[config.mk]
export PLATFORM = sky130hd
export DESIGN_NAME = fpga_io_top
export DESIGN_NICKNAME = d
export VERILOG_FILES = /design/src/logic/fpga_io_pkg.sv /design/src/logic/fpga_io_top.sv /design/src/logic/uart_port.sv /design/src/logic/uart_receiver.sv /design/src/logic/uart_transmitter.sv /design/src/logic/board_registers.sv
export VERILOG_INCLUDE_DIRS = /design/src /design/src/logic
export SDC_FILE = /design/constraint.sdc
export NUM_CORES = 1
export LEC_CHECK = 0
export ABC_AREA = 1
export BUFFER_PORTS_ARGS = -buffer_cell sky130_fd_sc_hd__buf_4
export CAP_MARGIN = 20
export CORE_UTILIZATION = 45
export DETAILED_ROUTE_END_ITERATION = 12
export GPL_TIMING_DRIVEN = 0
export PLACE_DENSITY = 0.67
export RECOVER_POWER = 50
export SLEW_MARGIN = 20
export SYNTH_ARGS = -nofsm -noshare
export SYNTH_HDL_FRONTEND = slang
export SYNTH_SLANG_ARGS = --single-unit
[constraint.sdc]
create_clock -name clk50 -period 3.8 [get_ports clk50]
set_input_delay 0.76 -clock clk50 [delete_from_list [all_inputs] [get_ports clk50]]
set_output_delay 0.76 -clock clk50 [all_outputs]
set_load 0.1 [all_outputs]
[src/logic/fpga_io_macros.svh]
`ifndef FPGA_IO_MACROS_SVH
`define FPGA_IO_MACROS_SVH

// I/O bus widths
`define IO_ADDR_WIDTH 32
`define IO_DATA_WIDTH 32

// Board register map
`define ADDR_RED_LED     32'h00
`define ADDR_GREEN_LED   32'h04
`define ADDR_HEX0        32'h08
`define ADDR_HEX1        32'h0C
`define ADDR_HEX2        32'h10
`define ADDR_HEX3        32'h14
`define ADDR_TIMER       32'h24

// UART block, base 0x18
`define ADDR_UART_STATUS 32'h18
`define ADDR_UART_DATA   32'h1C

// Display register widths
`define RED_LED_WIDTH    18
`define GREEN_LED_WIDTH  9
`define HEX_WIDTH        7

// Serial timing, 27 clocks per bit
`define UART_BIT_CLOCKS  27
`define UART_COUNT_WIDTH 5   // Holds 0 to UART_BIT_CLOCKS-1

`endif
[src/logic/fpga_io_pkg.sv]
`include "fpga_io_macros.svh"

package fpga_io_pkg;

	// One request from the core's I/O port
	typedef struct packed {
		logic write_en;                           // Single-cycle write strobe
		logic read_en;                            // Read strobe, data returned same cycle
		logic [`IO_ADDR_WIDTH-1:0] address;       // Byte address
		logic [`IO_DATA_WIDTH-1:0] write_data;    // Write payload
	} io_req_t;

	// Low bits of the UART status word
	typedef struct packed {
		logic rx_ready;    // Bit 1, byte waiting in holding reg
		logic tx_ready;    // Bit 0, transmitter idle
	} uart_status_t;

endpackage

[src/logic/fpga_io_top.sv]
`timescale 1ns/100ps
`include "fpga_io_macros.svh"

module fpga_io_top(
	input logic clk50,
	input logic core_reset,
	input fpga_io_pkg::io_req_t io_req,          // Bus from the core
	output logic [`IO_DATA_WIDTH-1:0] io_read_data,

	// LEDs and seven-segment digits
	output logic [`RED_LED_WIDTH-1:0] red_led,
	output logic [`GREEN_LED_WIDTH-1:0] green_led,
	output logic [`HEX_WIDTH-1:0] hex0,
	output logic [`HEX_WIDTH-1:0] hex1,
	output logic [`HEX_WIDTH-1:0] hex2,
	output logic [`HEX_WIDTH-1:0] hex3,

	// Serial pins
	output logic uart_tx,
	input logic uart_rx
);

	logic [`IO_DATA_WIDTH-1:0] uart_read_data;   // Merged into io_read_data

	board_registers board_registers0(
		.clk50,
		.core_reset,
		.io_req,
		.uart_read_data,
		.io_read_data,
		.red_led,
		.green_led,
		.hex0,
		.hex1,
		.hex2,
		.hex3);

	uart_port uart_port0(
		.clk50,
		.core_reset,
		.io_req,
		.uart_read_data,
		.uart_tx,
		.uart_rx);

endmodule

[src/logic/uart_port.sv]
`timescale 1ns/100ps
`include "fpga_io_macros.svh"

module uart_port(
	input logic clk50,
	input logic core_reset,
	input fpga_io_pkg::io_req_t io_req,
	output logic [`IO_DATA_WIDTH-1:0] uart_read_data,
	output logic uart_tx,
	input logic uart_rx
);

	logic tx_start;
	logic tx_busy;
	logic rx_valid;
	logic [7:0] rx_byte;
	logic [7:0] rx_hold;                   // Last received byte
	logic rx_ready;                        // Unread byte in rx_hold
	logic data_sel;
	fpga_io_pkg::uart_status_t status;

	assign data_sel = io_req.address == `ADDR_UART_DATA;

	// Writes while busy are dropped
	assign tx_start = io_req.write_en && data_sel && !tx_busy;

	assign status.rx_ready = rx_ready;
	assign status.tx_ready = !tx_busy;

	always_ff @(posedge clk50 or posedge core_reset)
	begin
		if (core_reset)
			rx_ready <= 1'b0;
		else if (rx_valid)
			rx_ready <= 1'b1;              // New byte wins over a same-cycle read
		else if (io_req.read_en && data_sel)
			rx_ready <= 1'b0;              // Consumed by the core
	end

	// Unread byte simply overwritten
	always_ff @(posedge clk50)
	begin
		if (rx_valid)
			rx_hold <= rx_byte;
	end

	always_comb
	begin
		uart_read_data = '0;               // Zero outside UART range
		if (io_req.address == `ADDR_UART_STATUS)
			uart_read_data[$bits(status)-1:0] = status;
		else if (data_sel)
			uart_read_data[7:0] = rx_hold;
	end

	uart_transmitter transmitter0(.clk50, .core_reset, .tx_start,
		.tx_byte(io_req.write_data[7:0]), .tx_busy, .uart_tx);

	uart_receiver receiver0(.clk50, .core_reset, .uart_rx, .rx_valid, .rx_byte);

endmodule

[src/logic/uart_receiver.sv]
`timescale 1ns/100ps
`include "fpga_io_macros.svh"

module uart_receiver(
	input logic clk50,
	input logic core_reset,
	input logic uart_rx,
	output logic rx_valid,
	output logic [7:0] rx_byte
);

	localparam logic [`UART_COUNT_WIDTH-1:0] half_bit = `UART_BIT_CLOCKS / 2;
	localparam logic [`UART_COUNT_WIDTH-1:0] full_bit = `UART_BIT_CLOCKS - 1;
	localparam logic [3:0] stop_index = 4'd9;

	logic rx_meta;                               // First sync stage
	logic rx_sync;                               // Safe to use
	logic rx_prev;                               // For edge detect
	logic rx_busy;                               // Inside a frame
	logic [`UART_COUNT_WIDTH-1:0] bit_count;     // Down-count to next sample
	logic [3:0] bit_index;                       // 0 start, 1-8 data, 9 stop
	logic [7:0] shift_reg;
	logic sample_now;

	assign sample_now = rx_busy && bit_count == '0;

	always_ff @(posedge clk50 or posedge core_reset)
	begin
		if (core_reset)
		begin
			rx_meta <= 1'b1;    // Assume idle line
			rx_sync <= 1'b1;
			rx_prev <= 1'b1;
			rx_busy <= 1'b0;
			bit_count <= '0;
			bit_index <= '0;
		end
		else
		begin
			rx_meta <= uart_rx;
			rx_sync <= rx_meta;
			rx_prev <= rx_sync;
			if (!rx_busy)
			begin
				if (rx_prev && !rx_sync)
				begin
					rx_busy <= 1'b1;           // Falling edge, start bit begins
					bit_count <= half_bit;     // First sample at mid start bit
					bit_index <= '0;
				end
			end
			else if (sample_now)
			begin
				bit_count <= full_bit;         // Next mid-bit one bit time on
				bit_index <= bit_index + 1'b1;
				if (bit_index == '0 && rx_sync)
					rx_busy <= 1'b0;           // Glitch, start bit gone high
				if (bit_index == stop_index)
					rx_busy <= 1'b0;           // Frame over, good stop or not
			end
			else
				bit_count <= bit_count - 1'b1;
		end
	end

	// Data bits arrive LSB first
	always_ff @(posedge clk50)
	begin
		if (sample_now && bit_index != '0 && bit_index != stop_index)
			shift_reg <= {rx_sync, shift_reg[7:1]};
	end

	// Pulse in the stop-bit sample cycle, bad framing drops the byte
	assign rx_valid = sample_now && bit_index == stop_index && rx_sync;
	assign rx_byte = shift_reg;

endmodule

[src/logic/uart_transmitter.sv]
`timescale 1ns/100ps
`include "fpga_io_macros.svh"

module uart_transmitter(
	input logic clk50,
	input logic core_reset,
	input logic tx_start,
	input logic [7:0] tx_byte,
	output logic tx_busy,
	output logic uart_tx
);

	localparam logic [`UART_COUNT_WIDTH-1:0] last_count = `UART_BIT_CLOCKS - 1;
	localparam logic [3:0] stop_index = 4'd9;    // Start, 8 data, stop

	logic [9:0] shift_reg;                       // Frame, LSB goes out first
	logic [`UART_COUNT_WIDTH-1:0] bit_count;     // Clocks within current bit
	logic [3:0] bit_index;                       // Which frame bit is on the line

	always_ff @(posedge clk50 or posedge core_reset)
	begin
		if (core_reset)
		begin
			shift_reg <= '1;     // Line idles high
			bit_count <= '0;
			bit_index <= '0;
			tx_busy <= 1'b0;
		end
		else if (!tx_busy)
		begin
			if (tx_start)
			begin
				shift_reg <= {1'b1, tx_byte, 1'b0};    // Stop, data, start
				bit_count <= '0;
				bit_index <= '0;
				tx_busy <= 1'b1;
			end
		end
		else if (bit_count == last_count)
		begin
			// End of one bit time, move to the next bit
			bit_count <= '0;
			shift_reg <= {1'b1, shift_reg[9:1]};   // Back-fill with idle level
			bit_index <= bit_index + 1'b1;
			if (bit_index == stop_index)
				tx_busy <= 1'b0;                   // Stop bit done
		end
		else
			bit_count <= bit_count + 1'b1;
	end

	// All ones in the shifter when idle keeps the line high
	assign uart_tx = shift_reg[0];

endmodule

[src/logic/board_registers.sv]
`timescale 1ns/100ps
`include "fpga_io_macros.svh"

module board_registers(
	input logic clk50,
	input logic core_reset,
	input fpga_io_pkg::io_req_t io_req,
	input logic [`IO_DATA_WIDTH-1:0] uart_read_data,
	output logic [`IO_DATA_WIDTH-1:0] io_read_data,
	output logic [`RED_LED_WIDTH-1:0] red_led,
	output logic [`GREEN_LED_WIDTH-1:0] green_led,
	output logic [`HEX_WIDTH-1:0] hex0,
	output logic [`HEX_WIDTH-1:0] hex1,
	output logic [`HEX_WIDTH-1:0] hex2,
	output logic [`HEX_WIDTH-1:0] hex3
);

	logic [`IO_DATA_WIDTH-1:0] timer_val;    // Free-running cycle count
	logic [`IO_DATA_WIDTH-1:0] board_data;   // Read word from this block only

	always_ff @(posedge clk50 or posedge core_reset)
	begin
		if (core_reset)
		begin
			red_led <= '0;        // Displays dark out of reset
			green_led <= '0;
			hex0 <= '0;
			hex1 <= '0;
			hex2 <= '0;
			hex3 <= '0;
			timer_val <= '0;      // Timer starts from zero
		end
		else
		begin
			timer_val <= timer_val + 1'b1;    // Wraps silently
			if (io_req.write_en)
			begin
				// Upper write bits dropped per register width
				case (io_req.address)
					`ADDR_RED_LED: red_led <= io_req.write_data[`RED_LED_WIDTH-1:0];
					`ADDR_GREEN_LED: green_led <= io_req.write_data[`GREEN_LED_WIDTH-1:0];
					`ADDR_HEX0: hex0 <= io_req.write_data[`HEX_WIDTH-1:0];
					`ADDR_HEX1: hex1 <= io_req.write_data[`HEX_WIDTH-1:0];
					`ADDR_HEX2: hex2 <= io_req.write_data[`HEX_WIDTH-1:0];
					`ADDR_HEX3: hex3 <= io_req.write_data[`HEX_WIDTH-1:0];
					default: ;    // Other addresses ignored here
				endcase
			end
		end
	end

	// Only the timer reads back, display regs are write-only
	always_comb
	begin
		case (io_req.address)
			`ADDR_TIMER: board_data = timer_val;
			default: board_data = '0;
		endcase
	end

	// UART block returns zero outside its own range, so OR merges cleanly
	assign io_read_data = board_data | uart_read_data;

endmodule

# After elaboration in Yosys (flattened, before gate mapping)
# Cells that the tools add are included.
dict set report totals {
  inputBits 69
  elab_cells 97
  reg_bits 137
  output_inout_bits 88
}
dict set report op_classes {
  n_addsub 5
  eq_ne 14
  muxes 30
  n_reduce_logical 27
  n_bitwise 1
}
# operator count
set ops {}
lappend ops {{$eq A32 B5 Y1 const B} 4}
lappend ops {{$eq A32 B4 Y1 const B} 2}
lappend ops {{$add A32 B1 Y32 const B} 1}
lappend ops {{$eq A32 B3 Y1 const B} 1}
lappend ops {{$eq A32 B6 Y1 const B} 1}
lappend ops {{$logic_not A32 Y1} 1}
lappend ops {{$mux W32} 1}
lappend ops {{$or A32 B8 Y32} 1}
lappend ops {{$mux W10} 3}
lappend ops {{$mux W5} 6}
lappend ops {{$mux W4} 6}
lappend ops {{$reduce_and A2 Y1} 8}
lappend ops {{$mux W1} 11}
lappend ops {{$logic_and A1 B1 Y1} 10}
lappend ops {{$add A4 B1 Y4 const B} 2}
lappend ops {{$eq A4 B4 Y1 const B} 2}
lappend ops {{$mux W8} 1}
lappend ops {{$mux W6} 1}
lappend ops {{$reduce_bool A2 Y1} 3}
lappend ops {{$add A5 B1 Y5 const B} 1}
lappend ops {{$eq A5 B5 Y1 const B} 1}
lappend ops {{$logic_not A5 Y1} 1}
lappend ops {{$sub A5 B1 Y5 const B} 1}
lappend ops {{$logic_not A4 Y1} 1}
lappend ops {{5 further kinds} 7}

# Logic depth before layout (Yosys ltp)
dict set report depth {
  depth_word 6
  ltp_mapped 10
  mapped_depth_nobuf 10
}

# Modules after synthesis
# From an unflattened synthesis, not the netlist that was laid out.
dict set report hier_totals {
  hier_cells 902
  hier_area_um2 7355.8
}
# module cells_per_inst n_inst seq_area_each_um2 area_each_um2
set by_module_without_submodules {}
lappend by_module_without_submodules {board_registers 550 1 2177.1 4461.8}
lappend by_module_without_submodules {uart_transmitter 135 1 486.7 1116.1}
lappend by_module_without_submodules {uart_receiver 101 1 569.3 967.2}
lappend by_module_without_submodules {uart_port 116 1 265.3 810.8}

# Least setup slack after synthesis
# Ideal clock, no wire load.
dict set report synth_timing {
  path_type {in2out}
  from {in io_req[63] (netlist name)}
  to {out io_read_data[2]}
  path_slack_ns -0.581
  n_path_buf 1
  arrival_ns 3.621
  cell_stages 8
  t_required_ns 3.040
  path_cell_list {nor2_1 -> nand2_1 -> nor2_2 -> nand2_4 -> nor2_4 -> nand2_2 -> buf_6 -> o21ai_0}
}
dict set report synth_between {
  elab_chain_cells 4
  word_cells_on_any_way 7
  cone_classes {eq/ne (3); mux (3); bitwise (1)}
}
# item line_no
set synth_rtl {}
lappend synth_rtl {{from (decl)} fpga_io_top.sv:7} ;# input fpga_io_pkg::io_req_t io_req,
lappend synth_rtl {{$eq A32 B5 Y1 (no source line)} n/a}
lappend synth_rtl {{$mux W8} uart_port.sv:52} ;# else if (data_sel)
lappend synth_rtl {{$mux W6} uart_port.sv:50} ;# if (io_req.address == `ADDR_UART_STATUS)
lappend synth_rtl {{$or A32 B8 Y32 (*)} board_registers.sv:62} ;# assign io_read_data = board_data | uart_read_data;
lappend synth_rtl {{to (decl)} fpga_io_top.sv:8} ;# output logic [`IO_DATA_WIDTH-1:0] io_read_data,
# Every way passes the cells marked *; elsewhere a longest branch is shown, timed or not.

# Worst setup path after layout
dict set report layout_timing {
  from {in io_req[63] (netlist name)}
  to {out io_read_data[26]}
}
dict set report layout_between {
  elab_chain_cells 3
}
# item line_no
set layout_rtl {}
lappend layout_rtl {{$eq A32 B6 Y1} board_registers.sv:55} ;# case (io_req.address)
lappend layout_rtl {{$mux W32} board_registers.sv:55}
lappend layout_rtl {{$or A32 B8 Y32} board_registers.sv:62}
# No other way between the ends.

==> run summary <==
Failing checks: capacitance limit, slew limit
IO Count: 157
Max-slew violation count: 27
DRT Pass-1 Iters: 5
Post-Synthesis Cells: 776
Area growth from synthesis to layout: 27.8%
Leading cell type in the layout, fill and taps excluded: nand2_1
Core Box Area: 14,500 um^2
Drt via density: 4.80
Vias in the first global route: 5,062
Multi-input logic area: 2670 um^2
Vias post-DR: 5,457
Fill cell count: 1,332
GPL Wtd Cong: 0.807
CTS Hold Buffers Added: 0
Hold slack: 371 ps
Worst-path clk slew: 60 ps
Initial Utilization: 45.8%
Worst Reg2Reg Path Length in Cells: 6
Post-CTS setup buffer count: 0
Max reg flops: 32
CP Launch Type: input pin
Gr ovfl total: 0
Hold Crit Class: flip-flop to flip-flop
Root Driver: clkbuf_16
Max cap viols: 1
DP HPWL: 11,300 um
Setup skew after layout: 9.60 ps
CP max FO: 10
Largest net degree at the start of global routing: 34
Reg2reg start: uart_port0.receiver0.bit_count[0]
Routed Antenna Nets: 0
CTS Buf Count: 17
Commonest non-fill, non-tap cells in the layout: 255 x nand2_1, 141 x buf_4, 108 x dfrtp_1
RSZ-0062 raised after global routing: no
PortBufs: 142
Synthesized Nets: 854
YS warnings: 0
Total Die Area: 15,200 um^2
Yosys cell types: 37
VDD IR max: 0.000369 V
Reg-to-Reg End: uart_port0.receiver0.rx_byte[5]
Fin. Hold Viols: 0
Die width: 123 um
Post-synthesis area per instance: 8.55 um^2
Total Nets Final: 1,018
Worst hold path cell count: 0
CTS resizes: 0
Setup crit end kind: output pin
CP Class: input pin to output pin
Hold path endpoint: uart_port0.receiver0.rx_sync
Worst EP arrival: 2520 ps
Seq. cell area: 3500 um^2
CTS tree: built
First-pass GRT wire length: 25,000 um
Total number of placement rows: 44
Period utilization: 86.2%
Setup TNS: 0 ps
DRT iter0 DRCs: 321
FMAX: 305 MHz
Routed wire length: 15,700 um
Initial antenna violation count: 0
Diode count: 0
Largest reg by FF count: board_registers0.timer_val
P per Cell Area: 395 nW/um^2
Routed WL per cell: 13.8 um
Worst Tran Pin Value: 1710 ps
GRT Total Usage: 21.8%
Final Setup Violations: 0
Slew margin rel.: -13.8%
Die span in y: 123 um
Sequential share of the synthesized area: 52.7%
H-Tree Depth: 4
Min-delay src: uart_port0.receiver0.rx_meta
Synthesized flop and latch total: 136
Worst-Skew Late Latency: 420 ps
Worst reg-to-reg setup slack: 1460 ps
CP required: 3040 ps
Clock Tree Buf Depth: 2
Synthesized area: 6630 um^2
Tmin final: 3280 ps
Pleak: 4.32 nW
Status: finished with violations
Top flop regs: board_registers0.timer_val x32, board_registers0.red_led x18
Layout Utilization: 58.6%
Clk sinks: 136
Share of layout cells above drive strength 1: 24.4%
DRC Markers: 0
cell families (layout without fill, tap and decap cells):
family | after synthesis | count (layout) | synth area share (%)
AOI/OAI and AO/OA | 30 | 30 | 2.49
xor gates and xnor gates | 32 | 32 | 4.22
adders and majority gates | 9 | 9 | 1.70
buffers and inverters | 101 | 278 | 6.66
DFF | 136 | 136 | 52.7
and+or+nand+nor | 468 | 468 | 32.2
critical path, cell delays in order:
cell	delay [ps]
clkbuf_4	110
nor2_1	90
nand2_1	80
nor2_2	100
nand2_1	290
nor2_4	270
nand2_2	80
clkbuf_1	260
nor2_1	180
buf_4	310
area by class of cell:
type | instances | area share, %
Clock inverter | 14 | 1.30
Sequential cell | 136 | 41.3
Tap cell | 184 | 2.72
Inverter | 85 | 3.78
Multi-Input combinational cell | 539 | 31.4
Clock buffer | 18 | 5.06
Timing Repair Buffer | 145 | 13.1
Buffer | 16 | 1.36
where the power goes:
part	leakage (nW)	total (W)	switching [W]	internal, W
registers	1.70	0.00156	0.0000322	0.00153
clock network	0.255	0.00150	0.000615	0.000887
logic	2.37	0.000284	0.000168	0.000116
stage by stage:
stage          setup WS (ps)  cells  cell area (um^2)  total power, W
3_3_place_gp             714   1102              7930         0.00186
4_1_cts                  685   1137              8530         0.00339
5_1_grt                  310   1137              8480         0.00349
2_1_floorplan           -581    776              6640         0.00176
6_report                 524   1137              8480         0.00335
3_5_place_dp             694   1105              7990         0.00187
metal layers:
metal | vias up | GRT usage [%] | wire length, um
li1 | 2783 | - | -
met1 | 2519 | 29.1 | 7020
met2 | 126 | 34.3 | 7410
met3 | 29 | 5.30 | 941
met4 | 0 | 7.91 | 343
met5 | - | 0 | 0
how the worst max path moves through the flow:
| stage | start | end | slack, ps | cells after the start |
|---|---|---|---|---|
| 2_1_floorplan | io_req[63] | io_read_data[2] | -580 | 8 |
| 3_3_place_gp | io_req[63] | io_read_data[2] | 710 | 10 |
| 3_5_place_dp | io_req[63] | io_read_data[2] | 690 | 10 |
| 4_1_cts | io_req[63] | io_read_data[26] | 680 | 10 |
| 5_1_grt | io_req[63] | io_read_data[26] | 310 | 10 |
| 6_report | io_req[63] | io_read_data[26] | 520 | 10 |
synthesized netlist by cell type, drive strengths merged:
cell type	number	area, um^2
nand2	260	1000
nand3	79	418
nand4	10	62.6
ha	9	113
nor3b	1	7.51
nor3	18	100
inv	84	315
xnor2	1	8.76
nand3b	3	22.5
a21o	1	7.51
clkinv	1	3.75
a21oi	8	40.0
clkbuf	3	21.3
a211oi	1	7.51
xor2	31	272
edfxtp	16	480
and2	1	6.26
o21a	1	7.51
dfstp	12	315
and3	1	6.26
or2	4	25.0
o221ai	2	17.5
dfrtp	108	2700
nor2	91	484
buf	13	101
o21ai	17	85.1
No activity file was read; power rests on OpenSTA's default activity.
